$ cat src/inst_rom.hex
// one 32-bit instruction word per line, word index 0 to 31
// word i is addiu $8, $0, 4*i
24080000
24080004
24080008
2408000c
24080010
24080014
24080018
2408001c
24080020
24080024
24080028
2408002c
24080030
24080034
24080038
2408003c
24080040
24080044
24080048
2408004c
24080050
24080054
24080058
2408005c
24080060
24080064
24080068
2408006c
24080070
24080074
24080078
2408007c

$ cat src/hw/fetch_pkg.sv
package fetch_pkg;

    // fetch addresses
    localparam logic [31:0] RESET_PC   = 32'hbfc00000;
    localparam logic [31:0] EXC_VECTOR = 32'hbfc00380;

    // instruction rom geometry, index comes from pc bits 6:2
    localparam int ROM_WORDS      = 32;
    localparam int ROM_INDEX_BITS = 5;

    // cycles from accepted request to data_ok
    localparam int ROM_LATENCY = 3;
    localparam int TIMER_BITS  = $clog2(ROM_LATENCY + 1);

    // position of the address error bit in the exception type
    localparam int ADEL_BIT = 6;

    typedef logic [TIMER_BITS-1:0] timer_count_t;

    // branch info from decode
    typedef struct packed {
        logic        bd;
        logic        taken;
        logic [31:0] target;
    } br_bus_t;

    // exception entry and eret
    typedef struct packed {
        logic        exc;
        logic        eret;
        logic [31:0] epc;
    } exc_bus_t;

    typedef struct packed {
        logic        bd;
        logic        exc;
        logic [7:0]  exc_type;
        logic [31:0] inst;
        logic [31:0] pc;
    } fs_to_ds_t;

    typedef struct packed {
        logic        req;
        logic [31:0] addr;
    } mem_req_t;

    typedef struct packed {
        logic        addr_ok;
        logic        data_ok;
        logic [31:0] rdata;
    } mem_rsp_t;

    // fetch controller states
    typedef enum logic [1:0] {
        IDLE,
        WAIT,
        HOLD,
        DROP
    } fetch_state_t;

endpackage

$ cat src/hw/pc_gen.sv
`timescale 1ns/100ps

module pc_gen (
    input  logic                clk,
    input  logic                reset,
    input  logic                advance,
    input  fetch_pkg::br_bus_t  br,
    input  fetch_pkg::exc_bus_t exc,
    input  logic                flush,
    output logic [31:0]         next_pc,
    output logic [31:0]         fs_pc,
    output logic                adel
);

    logic [31:0] seq_pc;

    assign seq_pc = fs_pc + 32'd4;

    // exception first, then eret, then branch, then sequential
    always_comb begin
        if (exc.exc) begin
            next_pc = fetch_pkg::EXC_VECTOR;
        end else if (exc.eret) begin
            next_pc = exc.epc;
        end else if (br.taken) begin
            next_pc = br.target;
        end else begin
            next_pc = seq_pc;
        end
    end

    // one word below the reset vector, so the first next_pc is RESET_PC
    always_ff @(posedge clk) begin
        if (reset) begin
            fs_pc <= fetch_pkg::RESET_PC - 32'd4;
        end else if (advance || flush) begin
            fs_pc <= next_pc;
        end
    end

    // misaligned fetch address
    assign adel = (fs_pc[1:0] != 2'b00);

endmodule

$ cat src/hw/fetch_ctrl.sv
`timescale 1ns/100ps

module fetch_ctrl (
    input  logic                clk,
    input  logic                reset,
    input  logic                flush,
    input  logic                ds_allowin,
    input  fetch_pkg::mem_rsp_t rsp,
    output logic                req,
    output logic                advance,
    output logic                inst_capture,
    output logic                inst_held,
    output logic                npc_capture,
    output logic                out_valid
);

    fetch_pkg::fetch_state_t state;
    fetch_pkg::fetch_state_t state_next;

    // next fetch address already sits in the npc buffer
    logic npc_pending;
    // a read is still out after this cycle
    logic in_flight;

    assign out_valid = !flush
        && ((state == fetch_pkg::WAIT && rsp.data_ok) || state == fetch_pkg::HOLD);

    assign in_flight = (state == fetch_pkg::WAIT || state == fetch_pkg::DROP)
        && !rsp.data_ok;

    always_comb begin
        state_next   = state;
        req          = 1'b0;
        advance      = 1'b0;
        inst_capture = 1'b0;
        if (flush) begin
            // pc_gen loads the flush target on its own
            req = !npc_pending;
            if (rsp.addr_ok) begin
                state_next = fetch_pkg::WAIT;
            end else if (in_flight) begin
                state_next = fetch_pkg::DROP;
            end else begin
                state_next = fetch_pkg::IDLE;
            end
        end else begin
            unique case (state)
                fetch_pkg::IDLE: begin
                    req = 1'b1;
                    // only the first fetch after reset advances here
                    advance = !npc_pending;
                    if (rsp.addr_ok) begin
                        state_next = fetch_pkg::WAIT;
                    end
                end
                fetch_pkg::WAIT: begin
                    if (rsp.data_ok) begin
                        if (ds_allowin) begin
                            advance    = 1'b1;
                            state_next = fetch_pkg::IDLE;
                        end else begin
                            inst_capture = 1'b1;
                            state_next   = fetch_pkg::HOLD;
                        end
                    end
                end
                fetch_pkg::HOLD: begin
                    if (ds_allowin) begin
                        advance    = 1'b1;
                        state_next = fetch_pkg::IDLE;
                    end
                end
                fetch_pkg::DROP: begin
                    // stale return, thrown away
                    if (rsp.data_ok) begin
                        state_next = fetch_pkg::IDLE;
                    end
                end
                default: begin
                    state_next = fetch_pkg::IDLE;
                end
            endcase
        end
    end

    // keep the selected pc when it cannot go out this cycle
    assign npc_capture = (advance || flush) && !rsp.addr_ok;

    // instruction buffer keeps its word only while staying in HOLD
    assign inst_held = (state_next == fetch_pkg::HOLD);

    always_ff @(posedge clk) begin
        if (reset) begin
            state       <= fetch_pkg::IDLE;
            npc_pending <= 1'b0;
        end else begin
            state <= state_next;
            if (rsp.addr_ok) begin
                npc_pending <= 1'b0;
            end else if (npc_capture) begin
                npc_pending <= 1'b1;
            end
        end
    end

endmodule

$ cat src/hw/hold_buffer.sv
`timescale 1ns/100ps

module hold_buffer #(
    parameter type payload_t = logic [31:0]
) (
    input  logic     clk,
    input  logic     reset,
    input  logic     capture,
    input  logic     clear,
    input  payload_t live,
    output logic     held_valid,
    output payload_t out
);

    payload_t stored;

    // capture wins over clear
    always_ff @(posedge clk) begin
        if (reset) begin
            held_valid <= 1'b0;
        end else if (capture) begin
            held_valid <= 1'b1;
        end else if (clear) begin
            held_valid <= 1'b0;
        end
    end

    always_ff @(posedge clk) begin
        if (capture) begin
            stored <= live;
        end
    end

    // bypass when nothing is held
    assign out = held_valid ? stored : live;

endmodule

$ cat src/hw/wait_timer.sv
`timescale 1ns/100ps

module wait_timer (
    input  logic clk,
    input  logic reset,
    input  logic start,
    output logic busy,
    output logic done
);

    fetch_pkg::timer_count_t count;

    always_ff @(posedge clk) begin
        if (reset) begin
            count <= '0;
        end else if (start) begin
            count <= fetch_pkg::timer_count_t'(fetch_pkg::ROM_LATENCY);
        end else if (count != '0) begin
            count <= count - 1'b1;
        end
    end

    assign busy = (count != '0);

    // last counting cycle, the count reaches zero on the next edge
    assign done = (count == fetch_pkg::timer_count_t'(1));

endmodule

$ cat src/hw/inst_rom.sv
`timescale 1ns/100ps

module inst_rom (
    input  logic                clk,
    input  logic                reset,
    input  fetch_pkg::mem_req_t req,
    output fetch_pkg::mem_rsp_t rsp
);

    logic [31:0] mem [fetch_pkg::ROM_WORDS];
    logic [31:0] rdata_q;
    logic        start;
    logic        busy;
    logic        done;

    initial begin
        $readmemh("/design/src/inst_rom.hex", mem);
    end

    // one access at a time
    assign start = req.req && !busy;

    wait_timer u_timer (
        .clk   (clk),
        .reset (reset),
        .start (start),
        .busy  (busy),
        .done  (done)
    );

    // word picked at acceptance, held until the next one
    always_ff @(posedge clk) begin
        if (start) begin
            rdata_q <= mem[req.addr[fetch_pkg::ROM_INDEX_BITS+1:2]];
        end
    end

    assign rsp.addr_ok = start;
    assign rsp.data_ok = done;
    assign rsp.rdata   = rdata_q;

endmodule

$ cat src/hw/fetch_top.sv
`timescale 1ns/100ps

module fetch_top (
    input  logic                 clk,
    input  logic                 reset,
    input  logic                 flush,
    input  logic                 ds_allowin,
    input  fetch_pkg::br_bus_t   br_bus,
    input  fetch_pkg::exc_bus_t  exc_eret_bus,
    output logic                 fs_to_ds_valid,
    output fetch_pkg::fs_to_ds_t fs_to_ds_bus
);

    logic [31:0] next_pc;
    logic [31:0] fs_pc;
    logic [31:0] fetch_addr;
    logic [31:0] fs_inst;
    logic [7:0]  exc_type;
    logic        adel;
    logic        advance;
    logic        req;
    logic        inst_capture;
    logic        inst_held;
    logic        npc_capture;

    fetch_pkg::mem_req_t mem_req;
    fetch_pkg::mem_rsp_t mem_rsp;

    pc_gen u_pc_gen (
        .clk     (clk),
        .reset   (reset),
        .advance (advance),
        .br      (br_bus),
        .exc     (exc_eret_bus),
        .flush   (flush),
        .next_pc (next_pc),
        .fs_pc   (fs_pc),
        .adel    (adel)
    );

    fetch_ctrl u_fetch_ctrl (
        .clk          (clk),
        .reset        (reset),
        .flush        (flush),
        .ds_allowin   (ds_allowin),
        .rsp          (mem_rsp),
        .req          (req),
        .advance      (advance),
        .inst_capture (inst_capture),
        .inst_held    (inst_held),
        .npc_capture  (npc_capture),
        .out_valid    (fs_to_ds_valid)
    );

    // fetch address, released once the rom takes it
    hold_buffer #(.payload_t(logic [31:0])) npc_buf (
        .clk        (clk),
        .reset      (reset),
        .capture    (npc_capture),
        .clear      (mem_rsp.addr_ok),
        .live       (next_pc),
        .held_valid (),
        .out        (fetch_addr)
    );

    hold_buffer #(.payload_t(logic [31:0])) inst_buf (
        .clk        (clk),
        .reset      (reset),
        .capture    (inst_capture),
        .clear      (!inst_held),
        .live       (mem_rsp.rdata),
        .held_valid (),
        .out        (fs_inst)
    );

    assign mem_req.req  = req;
    assign mem_req.addr = fetch_addr;

    inst_rom u_inst_rom (
        .clk   (clk),
        .reset (reset),
        .req   (mem_req),
        .rsp   (mem_rsp)
    );

    // address error is the only exception raised here
    assign exc_type = 8'(adel) << fetch_pkg::ADEL_BIT;

    assign fs_to_ds_bus.bd       = br_bus.bd;
    assign fs_to_ds_bus.exc      = |exc_type;
    assign fs_to_ds_bus.exc_type = exc_type;
    assign fs_to_ds_bus.inst     = fs_inst;
    assign fs_to_ds_bus.pc       = fs_pc;

endmodule

$ cat config.mk
export PLATFORM = sky130hd
export DESIGN_NAME = fetch_top
export DESIGN_NICKNAME = d
export VERILOG_FILES = /design/src/hw/fetch_pkg.sv /design/src/hw/pc_gen.sv /design/src/hw/fetch_ctrl.sv /design/src/hw/hold_buffer.sv /design/src/hw/wait_timer.sv /design/src/hw/inst_rom.sv /design/src/hw/fetch_top.sv
export SDC_FILE = /design/constraint.sdc
export NUM_CORES = 1
export LEC_CHECK = 0
export BUFFER_PORTS_ARGS = -buffer_cell sky130_fd_sc_hd__buf_2
export CORE_MARGIN = 4
export CORE_UTILIZATION = 45
export CTS_CLUSTER_DIAMETER = 100
export DETAILED_ROUTE_END_ITERATION = 8
export PLACE_DENSITY = 0.89
export SLEW_MARGIN = 20
export SYNTH_ARGS = -nofsm -noshare
export SYNTH_HDL_FRONTEND = slang
export SYNTH_SLANG_ARGS = --single-unit
$ cat constraint.sdc
create_clock -name clk -period 6 [get_ports clk]
set_input_delay 0.3 -clock clk [delete_from_list [all_inputs] [get_ports clk]]
set_output_delay 0.3 -clock clk [all_outputs]
set_load 0.02 [all_outputs]
==> flow_metrics.env, run 1 <==
export IMPL_status="complete, no violations"
export IMPL_cts_path_max_buffers=2
export IMPL_yosys_top_cells_count="42 x buf_4, 37 x dfxtp_1, 28 x nor2_1, 26 x a21oi_1, 26 x nand2_1"
export IMPL_vias=3535
export IMPL_initial_core_util_pct=46.58
export IMPL_synth_top_cell_by_area="dfxtp_1"
export IMPL_core_area_um2=6832
export IMPL_yosysSeqAreaShare_pct=23.28
export IMPL_drc=0
export IMPL_fin_crit_ns=2.634
export IMPL_grt_pass1_vias=3312
export IMPL_diodes=0
export IMPL_rsz0062_at_grt="false"
export IMPL_synth_area_um2=3182
export IMPL_setup_viol=0
export IMPL_worst_slack_ns=3.366
export IMPL_clockRootBuffer="clkbuf_8"
export IMPL_report_power_total_mw=1.136
export IMPL_slew_violations=0
export IMPL_drt_first_iter_violations=374
export IMPL_worst_pin_slew_ns=0.9846
export IMPL_syn_mean_instance_area_um2=7.704
export IMPL_postSynthCellCount=413
export IMPL_irDropWorstVdd_uv=169.2
export IMPL_nFillCells=669
export IMPL_ys_ff_latch=37
export IMPL_port_buffers=105
export IMPL_numCtsBuffers=5
export IMPL_yosysMostFrequentCell="buf_4"
export IMPL_drive_gt1_share_pct=26.06
export IMPL_cts_setup_buffers=0
export IMPL_grt_overflow_total=0
export IMPL_viasPerCell=5.981
export IMPL_start_kind="register"
export IMPL_p_leak_nw=1.607
export IMPL_grt_antenna_before_repair=0
export IMPL_grt_use_total_pct=22.64
export IMPL_worstPathArrival_ns=2.84
export IMPL_dieArea_um2=8480
export IMPL_grt_pass1_wl_mm=15.64
export IMPL_r2r_cells=6
export IMPL_utilization_pct=53.52
export IMPL_yosysWarnings=0
export IMPL_synth_cell_types=65
export IMPL_cts_tree="yes"
export IMPL_post_place_ws_ns=3.415
export IMPL_synth_top_area_share_pct=23.28
export IMPL_syn2layout_area_growth_pct=14.90
export IMPL_relSlewSlack_pct=34.12
export IMPL_fin_nets=575
export IMPL_grt_max_degree=45
export IMPL_clkTransAtPathRegs_ns=0.08
export IMPL_gp_congestion=0.8846
export IMPL_crit_type="register to register"
export IMPL_dpl_cell_count=583
export IMPL_cts_hold_buf=0
export IMPL_min_delay_start="exc_eret_bus[3]"
export IMPL_finalNonFillerCells=591
export IMPL_row_count=30
export IMPL_worstPathRequired_ns=6.20
export IMPL_synth_area_top_cells="dfxtp_1 23%, buf_4 9.9%, a21oi_1 4.1%"
export IMPL_die_y_um=92.09
export IMPL_fin_crit_sh_pct=43.90
export IMPL_wl_mm=9.971
export IMPL_finalSetupTns_ns=0
export IMPL_skew_ns=0.009255
export IMPL_worstPathMaxFanout=21
export IMPL_fmax_mhz=379.6
export IMPL_top_level_ports=147
export IMPL_hold_path_depth=3
export IMPL_drv_cap=0
export IMPL_cts_sinks=37
export IMPL_drtAntennaViolNets=0
export IMPL_synth_ff_type="dfxtp_1"
export IMPL_ys_async_sr_fraction_pct=0
export IMPL_finalHoldViolations=0
export IMPL_htree_levels=2
export IMPL_crit_start="u_fetch_ctrl.state[0]"
export IMPL_r2r_start="u_fetch_ctrl.state[0]"
export IMPL_worstSkewPairLatency_ns=0.31
export IMPL_endpoint_kind="register"
export IMPL_synth_edff_count=0
export IMPL_hp_class="input port to register"
export IMPL_die_w_um=92.09
export IMPL_hpwl_mm=7.282
export IMPL_cts_resized=0
export IMPL_firstDrtPassIters=5
export IMPL_wl_per_cell_um=16.87
export IMPL_power_density_nw_per_um2=310.8
==> cell usage in the layout, fill, tap and decap left out, types with 4 or more instances in the layout <==
master,Yosys,final
dfxtp_1,37,37
a22oi_1,9,9
a21oi_1,26,26
clkbuf_8,0,6
nand3_2,4,4
a211oi_1,4,4
conb_1,1,39
a21o_1,4,4
ha_1,9,9
nand3_1,19,19
nand4_1,8,8
mux2i_1,7,7
buf_2,8,105
nor2_1,28,28
o211ai_1,4,4
a31oi_1,7,7
nand2_1,26,26
nor3_1,14,14
o21ai_0,21,21
a221oi_1,6,6
o22ai_1,11,11
a221o_1,9,9
inv_1,12,12
and3_1,6,6
o31ai_1,7,7
==> state kept, by name (all words and copies together) (netlist names) <==
name and cells:
u_fetch_ctrl.npc_pending 1, u_fetch_ctrl.state 2, u_inst_rom.u_timer.count 2, u_pc_gen.fs_pc 32
==> per-stage QoR <==
stage / instance area, um2 / hold slack, ns
finish: 3656 / 0.3182
global route: 3656 / 0.3468
CTS: 3656 / 0.3258
detailed placement: 3540 / 0.5070
global placement: 3540 / 0.4862
floorplan: 3324 / 0.4052
==> cell families after synthesis <==
logic type	Yosys count	share of synthesized area, %
and+or+nand+nor	137	24.07
muxes	8	2.556
adders and majority gates	9	3.539
DFF	37	23.28
other	1	0.1179
xor gates and xnor gates	5	1.377
AOI/OAI and AO/OA	133	29.65
buffers and inverters	83	15.41
==> cell type report <==
class                      instances  area (um2)  area share (%)
inverter                          12       45.04           1.232
clock buffer                       7       86.33           2.361
clock inverter                     1       30.03          0.8214
timing repair buffer             107       540.5           14.78
tap                               96       120.1           3.285
sequential                        37       740.7           20.26
multi-input combinational        331        2093           57.26
==> where the power goes <==
group,total [mW],internal (mW),switching (mW),leakage (nW)
clock,0.236,0.136,0.0999,0.0585
sequential,0.374,0.296,0.0772,0.308
combinational,0.527,0.191,0.336,1.24
total,1.14,0.623,0.514,1.61
==> critical path, cell delays in order, from the launching register on <==
cell and delay [ns]:
dfxtp_1 0.36, inv_1 0.13, ha_1 0.24, nor3b_1 0.42
a311o_1 0.78, o21ai_0 0.21, a221o_1 0.39
==> metal layers <==
layer	vias up	GRT usage, %	share of wire, %
met2	223	37.29	48
met3	35	5.496	11
met1	1635	27.55	38
met5	-	0	0
met4	0	10.89	3.1
li1	1642	-	-
==> path summary, 6_finish.rpt <==
check	end	slack, ns
hold reg to reg	u_inst_rom.u_timer.count[1]	0.51
setup reg to reg	u_pc_gen.fs_pc[9]	3.37
setup / recovery	u_pc_gen.fs_pc[9]	3.37
hold / removal	u_pc_gen.fs_pc[3]	0.32
Power figures use the tool's default switching activity.
==> run 2: changes to the inputs <==
--- a/config.mk
+++ b/config.mk
@@ -7,7 +7,7 @@
 export LEC_CHECK = 0
 export BUFFER_PORTS_ARGS = -buffer_cell sky130_fd_sc_hd__buf_2
 export CORE_MARGIN = 4
-export CORE_UTILIZATION = 45
+export CORE_UTILIZATION = 43
 export CTS_CLUSTER_DIAMETER = 100
 export DETAILED_ROUTE_END_ITERATION = 8
 export PLACE_DENSITY = 0.89
==> constraint.sdc (replaced) <==
create_clock -name clk -period 2.3 [get_ports clk]
set_input_delay 0.115 -clock clk [delete_from_list [all_inputs] [get_ports clk]]
set_output_delay 0.115 -clock clk [all_outputs]
set_load 0.02 [all_outputs]
==> flow_metrics.env, run 2 (synthesis results as in run 1) <==
export IMPL_port_buffers=105
export IMPL_worstPathRequired_ns=2.48
export IMPL_rrSetupSlack_ns=0.09
export IMPL_gp_congestion=0.9270
export IMPL_largest_register="u_pc_gen.fs_pc"
export IMPL_hpwl_mm=8.007
export IMPL_fmax_mhz=453.1
export IMPL_slew_violations=0
export IMPL_drv_cap=0
export IMPL_grt_overflow_total=0
export IMPL_clockRootBuffer="clkbuf_8"
export IMPL_htree_levels=2
export IMPL_r2r_cells=7
export IMPL_worstSkewPairLatency_ns=0.30
export IMPL_drive_gt1_share_pct=28.96
export IMPL_grt_pass1_vias=3479
export IMPL_mostFrequentLayoutCell="buf_2"
export IMPL_dieArea_um2=8840
export IMPL_clkPwrFrac_pct=16.1
export IMPL_drt_first_iter_violations=378
export IMPL_dpl_cell_count=602
export IMPL_report_power_total_mw=2.930
export IMPL_clkTransAtPathRegs_ns=0.08
export IMPL_p_comb_share_pct=50.7
export IMPL_nFillCells=689
export IMPL_wl_mm=10.54
export IMPL_p_int_mw=1.577
export IMPL_rsz0062_at_grt="false"
export IMPL_top_regs="u_pc_gen.fs_pc (32), u_fetch_ctrl.state (2), u_inst_rom.u_timer.count (2)"
export IMPL_fin_nets=592
export IMPL_numCtsBuffers=5
export IMPL_endpoint_kind="register"
export IMPL_crit_type="register to register"
export IMPL_power_density_nw_per_um2=778.1
export IMPL_p_seq_share_pct=33.1
export IMPL_initial_core_util_pct=44.10
export IMPL_wl_per_cell_um=17.27
export IMPL_diodes=0
export IMPL_skew_ns=0.009474
export IMPL_vias=3605
export IMPL_status="complete, no violations"
export IMPL_finalNonFillerCells=610
export IMPL_firstDrtPassIters=5
export IMPL_grt_use_total_pct=23.48
export IMPL_finalSetupTns_ns=0
export IMPL_start_kind="register"
export IMPL_syn2layout_area_growth_pct=18.32
export IMPL_postPlaceCellArea_um2=3664
export IMPL_relSlewSlack_pct=29.39
export IMPL_hold_path_depth=3
export IMPL_row_count=31
export IMPL_irDropWorstVdd_uv=370.9
export IMPL_viasPerCell=5.910
export IMPL_hp_class="input port to register"
export IMPL_hold_end="u_pc_gen.fs_pc[3]"
export IMPL_grt_max_degree=42
export IMPL_cts_sinks=37
export IMPL_worstPathMaxFanout=23
export IMPL_p_sw_mw=1.352
export IMPL_worst_pin_slew_ns=1.055
export IMPL_r2r_start="u_fetch_ctrl.state[1]"
export IMPL_p_leak_nw=1.679
export IMPL_die_w_um=94.02
export IMPL_core_area_um2=7214
export IMPL_die_y_um=94.02
export IMPL_reg2reg_to="u_pc_gen.fs_pc[21]"
export IMPL_setup_viol=0
export IMPL_hold_worst_slack_ns=0.1577
export IMPL_cts_tree="yes"
export IMPL_worstPathArrival_ns=2.39
export IMPL_finalHoldViolations=0
export IMPL_drc=0
export IMPL_fin_area_um2=3765
export IMPL_min_delay_start="exc_eret_bus[3]"
export IMPL_drtAntennaViolNets=0
export IMPL_sw_frac_of_total_pct=46.15
export IMPL_top_level_ports=147
export IMPL_fin_crit_ns=2.207
export IMPL_final_cell_mix="105 x buf_2, 39 x conb_1, 36 x dfxtp_1"
export IMPL_fin_crit_sh_pct=95.95
export IMPL_grt_antenna_before_repair=0
export IMPL_largest_reg_flops=32
export IMPL_grt_pass1_wl_mm=16.64
export IMPL_cts_path_max_buffers=2
[run 2: changes by cell type in the layout (fill, tap and decap cells not counted), sizes merged]
cell and delta:
buf +17, bufinv -1
[run 2: critical path, cell delays in order, from the launching register on]
cell and delay (ns):
dfxtp_1 0.40, inv_1 0.11, ha_1 0.24, nor3b_2 0.19
a311oi_4 0.39, buf_4 0.33, nor3_1 0.08, a2111o_1 0.37
[run 2: per-layer routing]
metal / vias up / wire [um] / GRT usage, %
met5: - / 0 / 0
met2: 231 / 5054 / 39.27
met3: 32 / 1099 / 4.487
li1: 1672 / - / -
met1: 1670 / 4094 / 29.48
met4: 0 / 286 / 9.507
[run 2: metrics by stage]
step | setup WS (ns) | utilization [%]
floorplan | 0.2456 | -
global placement | 0.1628 | 50.78
detailed placement | 0.03762 | 50.78
CTS | 0.01632 | 51.98
global route | 0.04426 | 52.19
finish | 0.09320 | 52.19
[run 2: how the worst max path moves through the flow]
stage,startpoint,to,depth (start not counted)
3_5_place_dp,u_fetch_ctrl.state[0],u_pc_gen.fs_pc[30],8
6_report,u_fetch_ctrl.state[1],u_pc_gen.fs_pc[21],7
4_1_cts,u_fetch_ctrl.state[0],u_pc_gen.fs_pc[30],8
5_1_grt,u_fetch_ctrl.state[1],u_pc_gen.fs_pc[5],7
2_1_floorplan,u_pc_gen.fs_pc[2],u_pc_gen.fs_pc[30],6
3_3_place_gp,u_fetch_ctrl.state[0],u_pc_gen.fs_pc[30],8
[run 2: final cells by class]
cell class | count | area [um2] | share of cell area (%)
tap | 99 | 123.9 | 3.290
timing repair buffer | 124 | 668.1 | 17.75
multi-input combinational | 331 | 2100 | 55.77
inverter | 12 | 45.04 | 1.196
sequential | 37 | 742.0 | 19.71
clock buffer | 7 | 86.33 | 2.293
[run 2: power groups by stage]
stage | Clock, mW | Combinational [mW] | Sequential, mW
6_report | 0.473 | 1.49 | 0.971
5_1_grt | 0.497 | 1.63 | 0.991
4_1_cts | 0.478 | 1.45 | 0.960
3_5_place_dp | 0 | 1.45 | 0.974
3_3_place_gp | 0 | 1.38 | 0.965
2_1_floorplan | 0 | 0.960 | 1.06
[run 2: repair_timing]
item | CTS | global route
hold buffers | 0 | 0
buffers inserted | 0 | 1
endpoints found under the setup margin | 0 | 17
resized for setup | 0 | 3
==> run 3: changes to the inputs <==
==> constraint.sdc (replaced) <==
create_clock -name clk -period 2.3 [get_ports clk]
set_input_delay 0.23 -clock clk [delete_from_list [all_inputs] [get_ports clk]]
set_output_delay 0.23 -clock clk [all_outputs]
set_load 0.02 [all_outputs]
==> flow_metrics.env, run 3 (synthesis results as in run 1) <==
export IMPL_p_comb_share_pct=51.5
export IMPL_highest_layer="met4"
export IMPL_cts_path_max_buffers=2
export IMPL_top_regs="u_pc_gen.fs_pc (32), u_fetch_ctrl.state (2), u_inst_rom.u_timer.count (2)"
export IMPL_fin_nets=595
export IMPL_final_cell_mix="105 x buf_2, 39 x conb_1, 35 x dfxtp_1"
export IMPL_wl_per_cell_um=17.60
export IMPL_largest_register="u_pc_gen.fs_pc"
export IMPL_setup_viol=0
export IMPL_wl_met2_mm=5.273
export IMPL_irDropWorstVdd_uv=408.6
export IMPL_grt_antenna_before_repair=0
export IMPL_cts_setup_buffers=0
export IMPL_clockRootBuffer="clkbuf_8"
export IMPL_syn2layout_area_growth_pct=19.23
export IMPL_grt_pass1_vias=3473
export IMPL_worstSkewPairLatency_ns=0.30
export IMPL_p_seq_share_pct=33.0
export IMPL_status="complete, no violations"
export IMPL_crit_type="register to register"
export IMPL_drive_gt1_share_pct=29.71
export IMPL_p_leak_nw=1.697
export IMPL_wl_mm=10.81
export IMPL_worstPathMaxFanout=7
export IMPL_clkTransAtPathRegs_ns=0.08
export IMPL_die_w_um=94.02
export IMPL_grt_overflow_total=0
export IMPL_rrSetupSlack_ns=0.1
export IMPL_endpoint_kind="register"
export IMPL_top_level_ports=147
export IMPL_hpwl_mm=8.100
export IMPL_viasPerCell=5.963
export IMPL_p_int_mw=1.562
export IMPL_r2r_start="u_fetch_ctrl.state[0]"
export IMPL_relSlewSlack_pct=34.06
export IMPL_firstDrtPassIters=5
export IMPL_worstPathArrival_ns=2.37
export IMPL_skew_ns=0.004633
export IMPL_cts_tree="yes"
export IMPL_critPathCapture="u_pc_gen.fs_pc[27]"
export IMPL_p_sw_mw=1.375
export IMPL_reg2reg_to="u_pc_gen.fs_pc[27]"
export IMPL_gp_congestion=0.9781
export IMPL_cts_sinks=37
export IMPL_drv_cap=0
export IMPL_mostFrequentLayoutCell="buf_2"
export IMPL_power_density_nw_per_um2=774.2
export IMPL_largest_reg_flops=32
export IMPL_clkPwrFrac_pct=15.5
export IMPL_drt_first_iter_violations=368
export IMPL_die_y_um=94.02
export IMPL_fin_crit_sh_pct=95.66
export IMPL_hp_class="input port to register"
export IMPL_rsz0062_at_grt="false"
export IMPL_port_buffers=105
export IMPL_sw_frac_of_total_pct=46.82
export IMPL_start_kind="register"
export IMPL_vias=3661
export IMPL_r2r_cells=7
export IMPL_fmax_mhz=454.5
export IMPL_core_area_um2=7214
export IMPL_grt_use_total_pct=23.67
export IMPL_wl_met1_mm=3.898
export IMPL_grt_pass1_wl_mm=16.62
export IMPL_worstPathRequired_ns=2.47
export IMPL_worst_slack_ns=0.09985
export IMPL_grt_max_degree=42
export IMPL_worst_pin_slew_ns=0.9855
export IMPL_drc=0
export IMPL_finalSetupTns_ns=0
export IMPL_drtAntennaViolNets=0
export IMPL_htree_levels=2
export IMPL_met3_length_mm=1.289
export IMPL_finalHoldViolations=0
export IMPL_dieArea_um2=8840
export IMPL_initial_core_util_pct=44.10
export IMPL_diodes=0
export IMPL_cts_hold_buf=0
export IMPL_fin_crit_ns=2.200
export IMPL_numCtsBuffers=5
export IMPL_slew_violations=0
export IMPL_crit_start="u_fetch_ctrl.state[0]"
export IMPL_post_place_ws_ns=0.01240
export IMPL_nFillCells=685
export IMPL_row_count=31
[run 3: cell count changes in the layout (fill, tap and decap cells not counted), sizes merged]
cell / before / now
clkbuf: 7 / 6
clkinv: 0 / 2
buf: 124 / 127
[run 3: timing repair]
action                                 in CTS  in global routing
endpoints found under the hold margin       0                  0
pin swaps                                   1                  1
setup endpoints to repair                   2                  6
resized for setup                           2                  3
[run 3: how the worst min path moves through the flow]
stage | to | cells past startpoint | slack, ns | start
2_1_floorplan | u_pc_gen.fs_pc[27] | 1 | 0.34 | reset
3_3_place_gp | fs_to_ds_bus[73] | 0 | 0.46 | br_bus[33]
3_5_place_dp | fs_to_ds_bus[73] | 0 | 0.46 | br_bus[33]
4_1_cts | u_pc_gen.fs_pc[3] | 3 | 0.27 | exc_eret_bus[3]
5_1_grt | u_pc_gen.fs_pc[3] | 3 | 0.27 | exc_eret_bus[3]
6_report | u_pc_gen.fs_pc[3] | 3 | 0.26 | exc_eret_bus[3]
[run 3: critical path, cell delays in order (launching register included)]
cell and delay, ns:
dfxtp_2 0.37, inv_1 0.08, ha_1 0.23, a21o_1 0.22
a311oi_4 0.42, nor3_1 0.09, and3_1 0.19, or4_1 0.48
[run 3: area by class of cell]
| cell class | count | area [um2] | share of cell area (%) |
|---|---|---|---|
| Multi-Input combinational cell | 331 | 2101 | 55.38 |
| Sequential cell | 37 | 743.2 | 19.59 |
| Timing Repair Buffer | 127 | 698.2 | 18.40 |
| Tap cell | 99 | 123.9 | 3.265 |
| Clock buffer | 6 | 72.57 | 1.913 |
| Inverter | 12 | 45.04 | 1.187 |
| Clock inverter | 2 | 10.01 | 0.2639 |
[run 3: metal layers]
layer,up-vias,GRT usage (%)
met5,-,0
met4,0,11.43
met1,1681,27.69
met3,44,6.090
met2,247,39.98
li1,1689,-
[run 3: power groups by stage]
stage / Sequential, mW / Clock (mW) / Combinational, mW
2_1_floorplan: 1.06 / 0 / 0.960
3_3_place_gp: 0.961 / 0 / 1.40
3_5_place_dp: 0.973 / 0 / 1.46
4_1_cts: 0.960 / 0.456 / 1.48
5_1_grt: 0.989 / 0.485 / 1.64
6_report: 0.968 / 0.455 / 1.51
[run 3: through the flow]
stage / utilization, % / std cells / power, mW / hold WS [ns] / cell area (um2)
after detailed placement: 51.20 / 606 / 2.431 / 0.4601 / 3694
after floorplan: - / 451 / 2.015 / 0.3352 / 3324
after CTS: 52.46 / 614 / 2.895 / 0.2672 / 3785
after global placement: 51.20 / 606 / 2.358 / 0.4601 / 3694
final: 52.58 / 614 / 2.937 / 0.2634 / 3794
after global routing: 52.58 / 614 / 3.118 / 0.2657 / 3794
